[config.mk]
export PLATFORM = sky130hd
export DESIGN_NAME = mipsCore
export DESIGN_NICKNAME = d
export VERILOG_FILES = /design/src/verilog/mipsPkg.sv /design/src/verilog/fetchUnit.sv /design/src/verilog/regFile.sv /design/src/verilog/decodeUnit.sv /design/src/verilog/execUnit.sv /design/src/verilog/mipsCore.sv
export SDC_FILE = /design/constraint.sdc
export NUM_CORES = 2
export LEC_CHECK = 0
export BUFFER_PORTS_ARGS = -buffer_cell sky130_fd_sc_hd__buf_2
export CAP_MARGIN = 0
export CORE_ASPECT_RATIO = 0.6
export CORE_MARGIN = 2
export CORE_UTILIZATION = 65
export DETAILED_ROUTE_END_ITERATION = 8
export PLACE_DENSITY = 0.83
export SLEW_MARGIN = 0
export SYNTH_ARGS = -nofsm -noshare
export SYNTH_HDL_FRONTEND = slang
export SYNTH_SLANG_ARGS = --single-unit
export TNS_END_PERCENT = 5
[constraint.sdc]
create_clock -name clk -period 8.7 [get_ports clk]
set_input_delay 0 -clock clk [delete_from_list [all_inputs] [get_ports clk]]
set_output_delay 0 -clock clk [all_outputs]
set_load 0.02 [all_outputs]
[src/verilog/mipsPkg.sv]
`default_nettype none

package mipsPkg;

    localparam int dataWidth    = 32;
    localparam int regAddrWidth = 5;

    typedef logic [dataWidth-1:0]    word_t;
    typedef logic [regAddrWidth-1:0] regAddr_t;

    // major opcodes
    localparam logic [5:0] opSpecial = 6'h00;
    localparam logic [5:0] opAddiu   = 6'h09;
    localparam logic [5:0] opSlti    = 6'h0A;
    localparam logic [5:0] opSltiu   = 6'h0B;
    localparam logic [5:0] opAndi    = 6'h0C;
    localparam logic [5:0] opOri     = 6'h0D;
    localparam logic [5:0] opXori    = 6'h0E;
    localparam logic [5:0] opLui     = 6'h0F;

    // funct field, only meaningful under opSpecial
    localparam logic [5:0] fnAddu = 6'h21;
    localparam logic [5:0] fnSubu = 6'h23;
    localparam logic [5:0] fnAnd  = 6'h24;
    localparam logic [5:0] fnOr   = 6'h25;
    localparam logic [5:0] fnXor  = 6'h26;
    localparam logic [5:0] fnNor  = 6'h27;
    localparam logic [5:0] fnSlt  = 6'h2A;
    localparam logic [5:0] fnSltu = 6'h2B;

    typedef enum logic [3:0] {
        aluAdd, aluSub, aluAnd, aluOr, aluXor,
        aluNor, aluSlt, aluSltu, aluLui, aluNop
    } aluOp_e;

    typedef struct packed {
        logic [5:0] opcode;
        regAddr_t   rs;
        regAddr_t   rt;
        regAddr_t   rd;
        logic [4:0] shamt;
        logic [5:0] funct;
    } rType_s;

    typedef struct packed {
        logic [5:0]  opcode;
        regAddr_t    rs;
        regAddr_t    rt;
        logic [15:0] imm16;
    } iType_s;

    // same word, two field layouts
    typedef union packed {
        rType_s r;
        iType_s i;
    } instr_u;

    typedef struct packed {
        aluOp_e   aluOp;
        logic     regWrite;
        regAddr_t writeReg; // rd for R-type, rt for I-type
        logic     isImm;    // operand B from the immediate
    } decCtrl_s;

    typedef struct packed {
        word_t    pc;
        decCtrl_s ctrl;
        word_t    opA;
        word_t    opB;
    } execPkt_s;

    typedef struct packed {
        word_t    pc;
        logic     regWrite;
        regAddr_t writeReg;
        word_t    result;
    } wbPkt_s;

    typedef enum logic [1:0] {
        fwdRf,
        fwdEx,
        fwdWb
    } fwdSrc_e;

endpackage

`default_nettype wire

[src/verilog/fetchUnit.sv]
`timescale 1ns/100ps
`default_nettype none

module fetchUnit #(
    parameter mipsPkg::word_t resetPc = 32'hBFC0_0000
) (
    input  wire            clk,
    input  wire            arstN_i,
    input  wire            stall_i,
    output mipsPkg::word_t pc_o,
    output mipsPkg::word_t fetchPc_o,
    output logic           fetchValid_o
);

    mipsPkg::word_t pcQ;

    // sequential fetch only, no redirects
    always_ff @(posedge clk or negedge arstN_i) begin
        if (!arstN_i) begin
            pcQ          <= resetPc;
            fetchValid_o <= 1'b0;
        end else if (!stall_i) begin
            pcQ          <= pcQ + 32'd4;
            fetchValid_o <= 1'b1; // a request is now in flight
        end
    end

    // address of the word that comes back next cycle
    always_ff @(posedge clk) begin
        if (!stall_i) begin
            fetchPc_o <= pcQ;
        end
    end

    assign pc_o = pcQ;

endmodule

`default_nettype wire

[src/verilog/regFile.sv]
`timescale 1ns/100ps
`default_nettype none

module regFile (
    input  wire                    clk,
    input  wire                    arstN_i,
    input  wire mipsPkg::regAddr_t raddrA_i,
    input  wire mipsPkg::regAddr_t raddrB_i,
    input  wire                    we_i,
    input  wire mipsPkg::regAddr_t waddr_i,
    input  wire mipsPkg::word_t    wdata_i,
    output mipsPkg::word_t         rdataA_o,
    output mipsPkg::word_t         rdataB_o
);

    mipsPkg::word_t regs [1:31]; // $zero has no storage

    always_ff @(posedge clk or negedge arstN_i) begin
        if (!arstN_i) begin
            for (int i = 1; i < 32; i++) begin
                regs[i] <= '0;
            end
        end else if (we_i && waddr_i != '0) begin
            regs[waddr_i] <= wdata_i;
        end
    end

    assign rdataA_o = (raddrA_i == '0) ? '0 : regs[raddrA_i];
    assign rdataB_o = (raddrB_i == '0) ? '0 : regs[raddrB_i];

endmodule

`default_nettype wire

[src/verilog/decodeUnit.sv]
`timescale 1ns/100ps
`default_nettype none

module decodeUnit (
    input  wire                    clk,
    input  wire                    arstN_i,
    input  wire                    stall_i,
    input  wire mipsPkg::word_t    instr_i,
    input  wire mipsPkg::word_t    fetchPc_i,
    input  wire                    fetchValid_i,
    input  wire mipsPkg::word_t    rdataA_i,
    input  wire mipsPkg::word_t    rdataB_i,
    input  wire mipsPkg::decCtrl_s exCtrl_i,
    input  wire                    exValid_i,
    input  wire mipsPkg::word_t    exResult_i,
    input  wire mipsPkg::wbPkt_s   wb_i,
    input  wire                    wbValid_i,
    output mipsPkg::regAddr_t      raddrA_o,
    output mipsPkg::regAddr_t      raddrB_o,
    output mipsPkg::execPkt_s      ex_o,
    output logic                   exValid_o
);

    mipsPkg::instr_u   instrD;
    mipsPkg::word_t    pcD;
    logic              validD;
    mipsPkg::decCtrl_s ctrl;
    logic              zeroExt;
    mipsPkg::word_t    imm;
    mipsPkg::fwdSrc_e  fwdA;
    mipsPkg::fwdSrc_e  fwdB;
    mipsPkg::word_t    srcA;
    mipsPkg::word_t    srcB;

    // youngest producer wins, $zero never forwarded
    function automatic mipsPkg::fwdSrc_e fwdSel(input mipsPkg::regAddr_t src);
        if (src == '0) begin
            return mipsPkg::fwdRf;
        end
        if (exValid_i && exCtrl_i.regWrite && exCtrl_i.writeReg == src) begin
            return mipsPkg::fwdEx;
        end
        if (wbValid_i && wb_i.regWrite && wb_i.writeReg == src) begin
            return mipsPkg::fwdWb;
        end
        return mipsPkg::fwdRf;
    endfunction

    function automatic mipsPkg::word_t fwdMux(input mipsPkg::fwdSrc_e sel,
                                              input mipsPkg::word_t rf);
        case (sel)
            mipsPkg::fwdEx: return exResult_i;
            mipsPkg::fwdWb: return wb_i.result;
            default:        return rf;
        endcase
    endfunction

    always_ff @(posedge clk or negedge arstN_i) begin
        if (!arstN_i) begin
            validD <= 1'b0;
        end else if (!stall_i) begin
            validD <= fetchValid_i;
        end
    end

    always_ff @(posedge clk) begin
        if (!stall_i) begin
            instrD <= instr_i;
            pcD    <= fetchPc_i;
        end
    end

    always_comb begin
        ctrl.aluOp    = mipsPkg::aluNop;
        ctrl.writeReg = instrD.i.rt;
        ctrl.isImm    = 1'b1;
        zeroExt       = 1'b0;
        case (instrD.i.opcode)
            mipsPkg::opSpecial: begin
                ctrl.writeReg = instrD.r.rd;
                ctrl.isImm    = 1'b0;
                case (instrD.r.funct)
                    mipsPkg::fnAddu: ctrl.aluOp = mipsPkg::aluAdd;
                    mipsPkg::fnSubu: ctrl.aluOp = mipsPkg::aluSub;
                    mipsPkg::fnAnd:  ctrl.aluOp = mipsPkg::aluAnd;
                    mipsPkg::fnOr:   ctrl.aluOp = mipsPkg::aluOr;
                    mipsPkg::fnXor:  ctrl.aluOp = mipsPkg::aluXor;
                    mipsPkg::fnNor:  ctrl.aluOp = mipsPkg::aluNor;
                    mipsPkg::fnSlt:  ctrl.aluOp = mipsPkg::aluSlt;
                    mipsPkg::fnSltu: ctrl.aluOp = mipsPkg::aluSltu;
                    default:         ctrl.aluOp = mipsPkg::aluNop;
                endcase
            end
            mipsPkg::opAddiu: ctrl.aluOp = mipsPkg::aluAdd;
            mipsPkg::opSlti:  ctrl.aluOp = mipsPkg::aluSlt;
            mipsPkg::opSltiu: ctrl.aluOp = mipsPkg::aluSltu;
            mipsPkg::opLui:   ctrl.aluOp = mipsPkg::aluLui;
            mipsPkg::opAndi: begin
                ctrl.aluOp = mipsPkg::aluAnd;
                zeroExt    = 1'b1;
            end
            mipsPkg::opOri: begin
                ctrl.aluOp = mipsPkg::aluOr;
                zeroExt    = 1'b1;
            end
            mipsPkg::opXori: begin
                ctrl.aluOp = mipsPkg::aluXor;
                zeroExt    = 1'b1;
            end
            default: ctrl.aluOp = mipsPkg::aluNop;
        endcase
        ctrl.regWrite = (ctrl.aluOp != mipsPkg::aluNop); // unknown words retire silently
    end

    assign imm = zeroExt ? {16'b0, instrD.i.imm16} : {{16{instrD.i.imm16[15]}}, instrD.i.imm16};

    assign raddrA_o = instrD.r.rs;
    assign raddrB_o = instrD.r.rt;

    always_comb begin
        fwdA = fwdSel(instrD.r.rs);
        fwdB = fwdSel(instrD.r.rt);
        srcA = fwdMux(fwdA, rdataA_i);
        srcB = fwdMux(fwdB, rdataB_i);
    end

    always_ff @(posedge clk or negedge arstN_i) begin
        if (!arstN_i) begin
            exValid_o <= 1'b0;
        end else if (!stall_i) begin
            exValid_o <= validD;
        end
    end

    always_ff @(posedge clk) begin
        if (!stall_i) begin
            ex_o.pc   <= pcD;
            ex_o.ctrl <= ctrl;
            ex_o.opA  <= srcA;
            ex_o.opB  <= ctrl.isImm ? imm : srcB; // lui also takes imm here
        end
    end

endmodule

`default_nettype wire

[src/verilog/execUnit.sv]
`timescale 1ns/100ps
`default_nettype none

module execUnit (
    input  wire                    clk,
    input  wire                    arstN_i,
    input  wire                    stall_i,
    input  wire mipsPkg::execPkt_s ex_i,
    input  wire                    exValid_i,
    output mipsPkg::word_t         exResult_o,
    output mipsPkg::wbPkt_s        wb_o,
    output logic                   wbValid_o
);

    mipsPkg::word_t aluOut;
    logic           writes;

    always_comb begin
        case (ex_i.ctrl.aluOp)
            mipsPkg::aluAdd:  aluOut = ex_i.opA + ex_i.opB;
            mipsPkg::aluSub:  aluOut = ex_i.opA - ex_i.opB;
            mipsPkg::aluAnd:  aluOut = ex_i.opA & ex_i.opB;
            mipsPkg::aluOr:   aluOut = ex_i.opA | ex_i.opB;
            mipsPkg::aluXor:  aluOut = ex_i.opA ^ ex_i.opB;
            mipsPkg::aluNor:  aluOut = ~(ex_i.opA | ex_i.opB);
            mipsPkg::aluSlt:  aluOut = mipsPkg::word_t'($signed(ex_i.opA) < $signed(ex_i.opB));
            mipsPkg::aluSltu: aluOut = mipsPkg::word_t'(ex_i.opA < ex_i.opB);
            mipsPkg::aluLui:  aluOut = ex_i.opB << 16;
            default:          aluOut = '0;
        endcase
    end

    assign exResult_o = aluOut; // forwarded back to decode

    // writes to $zero and unknown ops never reach the register file
    assign writes = ex_i.ctrl.regWrite
                    && ex_i.ctrl.aluOp != mipsPkg::aluNop
                    && ex_i.ctrl.writeReg != '0;

    always_ff @(posedge clk or negedge arstN_i) begin
        if (!arstN_i) begin
            wbValid_o <= 1'b0;
        end else if (!stall_i) begin
            wbValid_o <= exValid_i;
        end
    end

    always_ff @(posedge clk) begin
        if (!stall_i) begin
            wb_o.pc       <= ex_i.pc;
            wb_o.regWrite <= writes;
            wb_o.writeReg <= ex_i.ctrl.writeReg;
            wb_o.result   <= aluOut;
        end
    end

endmodule

`default_nettype wire

[src/verilog/mipsCore.sv]
`timescale 1ns/100ps
`default_nettype none

module mipsCore #(
    parameter mipsPkg::word_t resetPc = 32'hBFC0_0000
) (
    input  wire                 clk,
    input  wire                 arstN_i,
    input  wire mipsPkg::word_t instr_i,
    input  wire                 imemStall_i,
    output mipsPkg::word_t      pcIf_o,
    output logic                instEn_o,
    output mipsPkg::word_t      debug_wb_pc_o,
    output logic [3:0]          debug_wb_rf_wen_o,
    output mipsPkg::regAddr_t   debug_wb_rf_wnum_o,
    output mipsPkg::word_t      debug_wb_rf_wdata_o
);

    mipsPkg::word_t    fetchPc;
    logic              fetchValid;
    mipsPkg::regAddr_t raddrA;
    mipsPkg::regAddr_t raddrB;
    mipsPkg::word_t    rdataA;
    mipsPkg::word_t    rdataB;
    mipsPkg::execPkt_s exPkt;
    logic              exValid;
    mipsPkg::word_t    exResult;
    mipsPkg::wbPkt_s   wbPkt;
    logic              wbValid;
    logic              rfWe;

    // first fetch goes out in the cycle reset is released
    assign instEn_o = arstN_i;

    fetchUnit #(.resetPc(resetPc)) fetch (
        .clk(clk), .arstN_i(arstN_i), .stall_i(imemStall_i),
        .pc_o(pcIf_o), .fetchPc_o(fetchPc), .fetchValid_o(fetchValid)
    );

    decodeUnit decode (
        .clk(clk), .arstN_i(arstN_i), .stall_i(imemStall_i),
        .instr_i(instr_i), .fetchPc_i(fetchPc), .fetchValid_i(fetchValid),
        .rdataA_i(rdataA), .rdataB_i(rdataB),
        .exCtrl_i(exPkt.ctrl), .exValid_i(exValid), .exResult_i(exResult),
        .wb_i(wbPkt), .wbValid_i(wbValid),
        .raddrA_o(raddrA), .raddrB_o(raddrB), .ex_o(exPkt), .exValid_o(exValid)
    );

    regFile rf (
        .clk(clk), .arstN_i(arstN_i), .raddrA_i(raddrA), .raddrB_i(raddrB),
        .we_i(rfWe), .waddr_i(wbPkt.writeReg), .wdata_i(wbPkt.result),
        .rdataA_o(rdataA), .rdataB_o(rdataB)
    );

    execUnit exec (
        .clk(clk), .arstN_i(arstN_i), .stall_i(imemStall_i),
        .ex_i(exPkt), .exValid_i(exValid),
        .exResult_o(exResult), .wb_o(wbPkt), .wbValid_o(wbValid)
    );

    // retire only on a cycle the pipeline actually moves
    assign rfWe = wbValid & wbPkt.regWrite & ~imemStall_i;

    assign debug_wb_pc_o       = wbPkt.pc;
    assign debug_wb_rf_wen_o   = {4{rfWe}};
    assign debug_wb_rf_wnum_o  = wbPkt.writeReg;
    assign debug_wb_rf_wdata_o = wbPkt.result;

endmodule

`default_nettype wire

==> After elaboration in Yosys (flattened, before gate mapping) <==
Cells that the tools add are included.
W data, S select, Z words.
{ "word_totals": {"reg_bits": 1300, "word_cells": 162} }
{ "op_classes": {"n_addsub": 3, "n_lt_le_gt_ge": 6, "eq_ne": 33, "muxes": 44, "bitwise_logic": 10, "n_reduce_logical": 17} }
{ "op_table": {"columns": ["operator", "count"], "rows": [
  ["$bwmux W992", 1],
  ["$bmux W32 S5", 2],
  ["$mux W32", 9],
  ["$pmux W32 S9", 1],
  ["$demux W32 S5", 1],
  ["$pmux W32 S2", 2],
  ["$lt A32 B32 Y1", 2],
  ["$pmux W4 S8", 2],
  ["$eq A6 B6 Y1 const B", 8],
  ["$eq A6 B4 Y1 const B", 7],
  ["$add A32 B3 Y32 const B", 1],
  ["$add A32 B32 Y32", 1],
  ["$and A32 B32 Y32", 1],
  ["$not A32 Y32", 1],
  ["$or A32 B32 Y32", 1],
  ["$sub A32 B32 Y32", 1],
  ["$xor A32 B32 Y32", 1],
  ["$mux W2", 12],
  ["$eq A5 B5 Y1", 4],
  ["$ge A6 B6 Y1 const B", 3],
  ["$not A5 Y6", 3],
  ["$eq A4 B3 Y1 const B", 4],
  ["$mux W1", 13],
  ["$logic_and A1 B1 Y1", 10],
  ["other kinds (15)", 22]
]} }

==> Logic depth before layout (Yosys ltp) <==
{ "logic_depth": {"ltp_word": 12, "depth_mapped": 16, "mapped_depth_nobuf": 13} }

==> Cells and area by module <==
A second synthesis with hierarchy kept.
{ "hier_totals": {"hier_cells": 5627, "hier_area_um2": 70224.9} }
{ "modules_own_cells": {"columns": ["mod", "n_inst", "cells_each", "area_each_um2", "seq_area_each_um2"], "rows": [
  ["regFile", 1, 4066, 53316.1, 24823.8],
  ["decodeUnit", 1, 537, 7285.7, 5185.0],
  ["execUnit", 1, 860, 7166.9, 2127.0],
  ["fetchUnit", 1, 158, 2409.8, 1687.9],
  ["mipsCore", 1, 6, 46.3, 0.0]
]} }

==> Least setup slack after synthesis <==
OpenSTA, ideal clock, no wires.
{ "synth_timing": {"path_type": "input-to-reg", "from": "input port imemStall_i", "to": "register fetch.pcQ[31], in the netlist fetch.pc_o[31]", "setup_ns": 0.075, "arrival_time_ns": 7.488, "required_ns": 8.625, "slack_ns": 1.138, "path_stages": 11, "path_buffers": 1, "path_cell_list": "clkbuf_1 -> inv_1 -> and3_1 -> and3_1 -> and2_1 -> and4_1 -> nor2b_1 -> and3_1 -> nand2b_1 -> nor2_1 -> xor2_1"} }
{ "synth_rtl": {"columns": ["element", "line_no", "source"], "rows": [
  ["start, declared", "mipsCore.sv:10", "input wire imemStall_i,"],
  ["end signal, assigned", "fetchUnit.sv:20", "pcQ <= resetPc;"],
  ["end signal, assigned", "fetchUnit.sv:23", "pcQ <= pcQ + 32'd4;"],
  ["end, declared", "fetchUnit.sv:15", "mipsPkg::word_t pcQ;"]
]} }

==> Worst setup path after layout <==
{ "layout_timing": {"from": "register decode.ex_o[0] in the netlist's numbering", "to": "register decode.ex_o[18] in the netlist's numbering, data pin"} }
{ "layout_between": {"elab_chain_len": 4, "word_cells_on_any_way": 5} }
{ "layout_rtl": {"columns": ["element", "line_no", "source"], "rows": [
  ["start, declared", "decodeUnit.sv:20", "output mipsPkg::execPkt_s ex_o,"],
  ["$sub A32 B32 Y32 or $add A32 B32 Y32 (tied branches)", "execUnit.sv:21, execUnit.sv:20", null],
  ["$pmux W32 S9 (*)", "execUnit.sv:19", "case (ex_i.ctrl.aluOp)"],
  ["$pmux W32 S2 (*)", "decodeUnit.sv:51", "case (sel)"],
  ["$mux W32 (*)", "decodeUnit.sv:140", "ex_o.opB <= ctrl.isImm ? imm : srcB;"]
]} }
Mark *: on every way between the ends. The rest lies on a longest branch, timed or not.
A chain may end at the register's enable or synchronous reset.

==> impl_metrics.sql <==
INSERT INTO impl_metrics (metric_group, metric, value, unit) VALUES
('run_status', 'status', 'finished, final reports clean', ''),
('sta', 'setup_total_negative_slack', '0', 'ps'),
('cts', 'htree_levels', '3', ''),
('worst_setup_path', 'crit_path_start_kind', 'flip-flop', ''),
('logic_synthesis', 'ys_ff_latch', '1290', ''),
('die', 'die_width', '427.4', 'microns'),
('cts', 'clk_pin_slew_worst_paths', '70', 'ps'),
('cts', 'clockBufferDepth', '3', ''),
('power', 'power.leakage', '33.40', 'nW'),
('grt', 'grt_max_degree', '167', ''),
('worst_setup_path', 'worstPathRequired', '9140', 'ps'),
('route', 'maxUsedRoutingLayer', 'met5', ''),
('logic_synthesis', 'netlist_top_cells_area', 'sky130_fd_sc_hd__dfrtp_1 (36%), sky130_fd_sc_hd__mux4_2 (19%), sky130_fd_sc_hd__mux2_2 (17%)', ''),
('route', 'wl_met1', '82.31', 'mm'),
('worst_setup_path', 'reg2reg_setup_slack', '3810', 'ps'),
('worst_setup_path', 'cpMostUsedCell', 'sky130_fd_sc_hd__o21ai_0', ''),
('worst_setup_path', 'worst_setup_path_end_kind', 'flip-flop', ''),
('route', 'drc', '0', ''),
('cts', 'tritoncts_num_sinks', '1290', ''),
('final_layout', 'layout.cell_area.non_filler', '75960', 'sq um'),
('logic_synthesis', 'async_reset_ff_share', '79.53', '%'),
('cts', 'cts_resized', '0', ''),
('placement', 'gpl.final_weighted_congestion', '1.029', ''),
('sta', 'timing.slew.headroom', '2.718', '%'),
('route', 'detailroute.wirelength.met2', '90.81', 'mm'),
('logic_synthesis', 'yosysSeqAreaShare', '48.07', '%'),
('logic_synthesis', 'number_of_synthesized_flops_with_an_enable_pin', '264', ''),
('cts', 'clock_insertion_delay_worst_skew', '780', 'ps'),
('route', 'met3_wirelength', '33.51', 'mm'),
('logic_synthesis', 'yosysUniqueCellTypes', '92', ''),
('logic_synthesis', 'synthFlopType', 'sky130_fd_sc_hd__dfrtp_1', ''),
('power', 'p_per_area', '208.3', 'nW/um^2'),
('sta', 'final_min_period_over_clock_period', '56.26', '%'),
('worst_setup_path', 'crit_type', 'flip-flop to flip-flop', ''),
('logic_synthesis', 'syn-cell-area', '69930', 'sq um'),
('cts', 'cts.repair_timing.setup_buffer_count', '0', ''),
('power', 'report.power.total', '15.83', 'mW'),
('worst_setup_path', 'crit_family', 'compound AO/OA/AOI/OAI gates', ''),
('sta', 'final.hold.worst_slack', '18.67', 'ps'),
('final_layout', 'drive_above_1_share', '43.85', '%'),
('die', 'initial_utilization', '65.39', '%'),
('worst_setup_path', 'crit_arrival', '5340', 'ps'),
('cts', 'clockRootBuffer', 'sky130_fd_sc_hd__clkbuf_16', ''),
('sta', 'layout_min_cycle_time', '4895', 'ps'),
('cts', 'tritoncts.num_buffers', '114', ''),
('worst_setup_path', 'largest_stage_delay_on_the_critical_path', '1150', 'ps'),
('sta', 'drv_slew', '0', ''),
('logic_synthesis', 'yosys.area.top_type_share', '36.39', '%'),
('final_layout', 'synthToLayoutAreaGrowth', '8.628', '%'),
('route', 'via_to_cell_ratio', '7.575', ''),
('logic_synthesis', 'syn-instance-count', '4865', ''),
('grt', 'number_of_antenna_violations_at_the_first_check_in_global_routing', '8', ''),
('die', 'die-area', '110300', 'sq um'),
('die', 'rows', '93', ''),
('flow_run', 'drv_cap', '0', ''),
('die', 'core-area', '106900', 'sq um'),
('route', 'wl', '217.3', 'mm'),
('die', 'die_y', '258.1', 'microns'),
('grt', 'grt-ovfl-total', '0', ''),
('route', 'drt_first_iter_violations', '7468', ''),
('route', 'avgRoutedWirePerCell', '34.53', 'microns'),
('placement', 'buffer_ports.inserted', '136', ''),
('worst_setup_path', 'crit_path_cell_trace', 'ha_1 > fa_1 > a21o_1 > a221o_1 > a221oi_4 > o21ai_0 > inv_1 > o21ai_0 > a21oi_1 > a2bb2oi_1 > a211oi_1 > o221ai_1', ''),
('sta', 'report.final.hold_viol_count', '0', ''),
('sta', 'report.final.setup_viol', '0', ''),
('grt', 'grt.total_usage', '39.83', '%'),
('sta', 'finClkSkew', '41.52', 'ps'),
('cts', 'hold_bufs_at_cts', '64', ''),
('worst_setup_path', 'cp_max_fo', '5', ''),
('placement', 'postPlaceCellArea', '71260', 'sq um'),
('sta', 'timing_worst_slew_pin_value', '1450', 'ps');
## metrics by stage
| stage | cells | setup WS [ps] |
|---|---|---|
| after global placement | 6009 | 4114 |
| after floorplan | 4868 | 1138 |
| after global routing | 6289 | 3732 |
| after CTS | 6288 | 4109 |
| after detailed placement | 6009 | 4153 |
| final | 6294 | 3805 |
## cells by family after synthesis
family	synth area share [%]
AND/OR/NAND/NOR	3.312
buffers and inverters	3.870
AO/OA/AOI/OAI	5.715
flip-flops	48.07
XOR/XNOR	0.6638
other	0.005363
multiplexers	36.53
adder cells (fa/ha/maj)	1.829
## power breakdown
group          switching [mW]  internal (mW)
registers               0.581           6.80
logic                    1.56           1.37
clock network            2.44           3.08
total                    4.58           11.2
## cell usage after synthesis, drive strengths merged (35+ instances only)
cell type	count
edfxtp	264
inv	109
nor2	137
mux2i	93
a221o	35
a21oi	132
mux4	576
o21ai	138
clkbuf	310
nand2	192
dfrtp	1017
ha	99
mux2	1034
nor3	36
buf	215
## registers in the layout, indices dropped and copies added, names as in the netlist
name,count
decode.ex_o,104
decode.validD,1
exec.wb_o,68
decode.exValid_o,1
exec.wbValid_o,1
decode.pcD,30
rf.regs,992
fetch.fetchValid_o,1
fetch.pc_o,30
fetch.fetchPc_o,30
decode.instrD,32
## layer usage
| metal | global-route usage [%] | up-vias |
|---|---|---|
| li1 | - | 18390 |
| met1 | 58.15 | 24700 |
| met2 | 53.58 | 3828 |
| met3 | 15.67 | 745 |
| met4 | 16.17 | 18 |
| met5 | 1.453 | - |
## layout make-up
| class | count | area [sq um] |
|---|---|---|
| diodes | 5 | 12.51 |
| clock buffers | 156 | 3327 |
| clock inverters | 59 | 694.4 |
| fillers | 6659 | 30980 |
| inverters | 110 | 421.7 |
| multi-input cells | 2943 | 33850 |
| flip-flops and latches | 1290 | 33610 |
| well taps | 1425 | 1783 |
| repair buffers | 306 | 2260 |
## worst paths after layout
check / start / end / depth (start not counted)
hold reg to reg: decode.pcD[7] / decode.ex_o[82] / 0
setup reg to reg: decode.ex_o[0] / decode.ex_o[18] / 12
setup / recovery: decode.ex_o[0] / decode.ex_o[18] / 12
min in group asynchronous: arstN_i / rf.regs[235] / 4
max in group asynchronous: arstN_i / rf.regs[161] / 5
hold / removal: instr_i[31] / decode.instrD[31] / 2
## cell usage in the layout (no fill, tap or decap), types with 12 or more instances in the layout
cell / instances
sky130_fd_sc_hd__clkbuf_1: 16
sky130_fd_sc_hd__o21ai_0: 132
sky130_fd_sc_hd__buf_4: 96
sky130_fd_sc_hd__ha_1: 99
sky130_fd_sc_hd__nand2b_1: 20
sky130_fd_sc_hd__xor2_1: 22
sky130_fd_sc_hd__a221oi_1: 13
sky130_fd_sc_hd__a21oi_1: 128
sky130_fd_sc_hd__nor2_4: 14
sky130_fd_sc_hd__o21bai_1: 19
sky130_fd_sc_hd__nand2_1: 180
sky130_fd_sc_hd__nand3_1: 25
sky130_fd_sc_hd__a211oi_1: 17
sky130_fd_sc_hd__clkbuf_8: 21
sky130_fd_sc_hd__buf_2: 135
sky130_fd_sc_hd__a22o_1: 33
sky130_fd_sc_hd__edfxtp_1: 264
sky130_fd_sc_hd__and3_1: 12
sky130_fd_sc_hd__dlygate4sd3_1: 64
sky130_fd_sc_hd__nand4_1: 15
sky130_fd_sc_hd__bufinv_16: 13
sky130_fd_sc_hd__clkinv_2: 32
sky130_fd_sc_hd__mux2i_1: 93
sky130_fd_sc_hd__o22ai_1: 15
sky130_fd_sc_hd__a221o_1: 35
sky130_fd_sc_hd__mux4_2: 576
sky130_fd_sc_hd__o221ai_1: 26
sky130_fd_sc_hd__nand2_2: 12
sky130_fd_sc_hd__xnor2_1: 31
sky130_fd_sc_hd__nor3_1: 31
sky130_fd_sc_hd__inv_1: 107
sky130_fd_sc_hd__mux2_2: 1034
sky130_fd_sc_hd__a22oi_1: 29
sky130_fd_sc_hd__a21o_1: 14
sky130_fd_sc_hd__clkbuf_16: 119
sky130_fd_sc_hd__nor2_1: 123
sky130_fd_sc_hd__o211ai_1: 12
sky130_fd_sc_hd__dfrtp_1: 1017
Note: power is estimated with default switching activity, not from simulation.
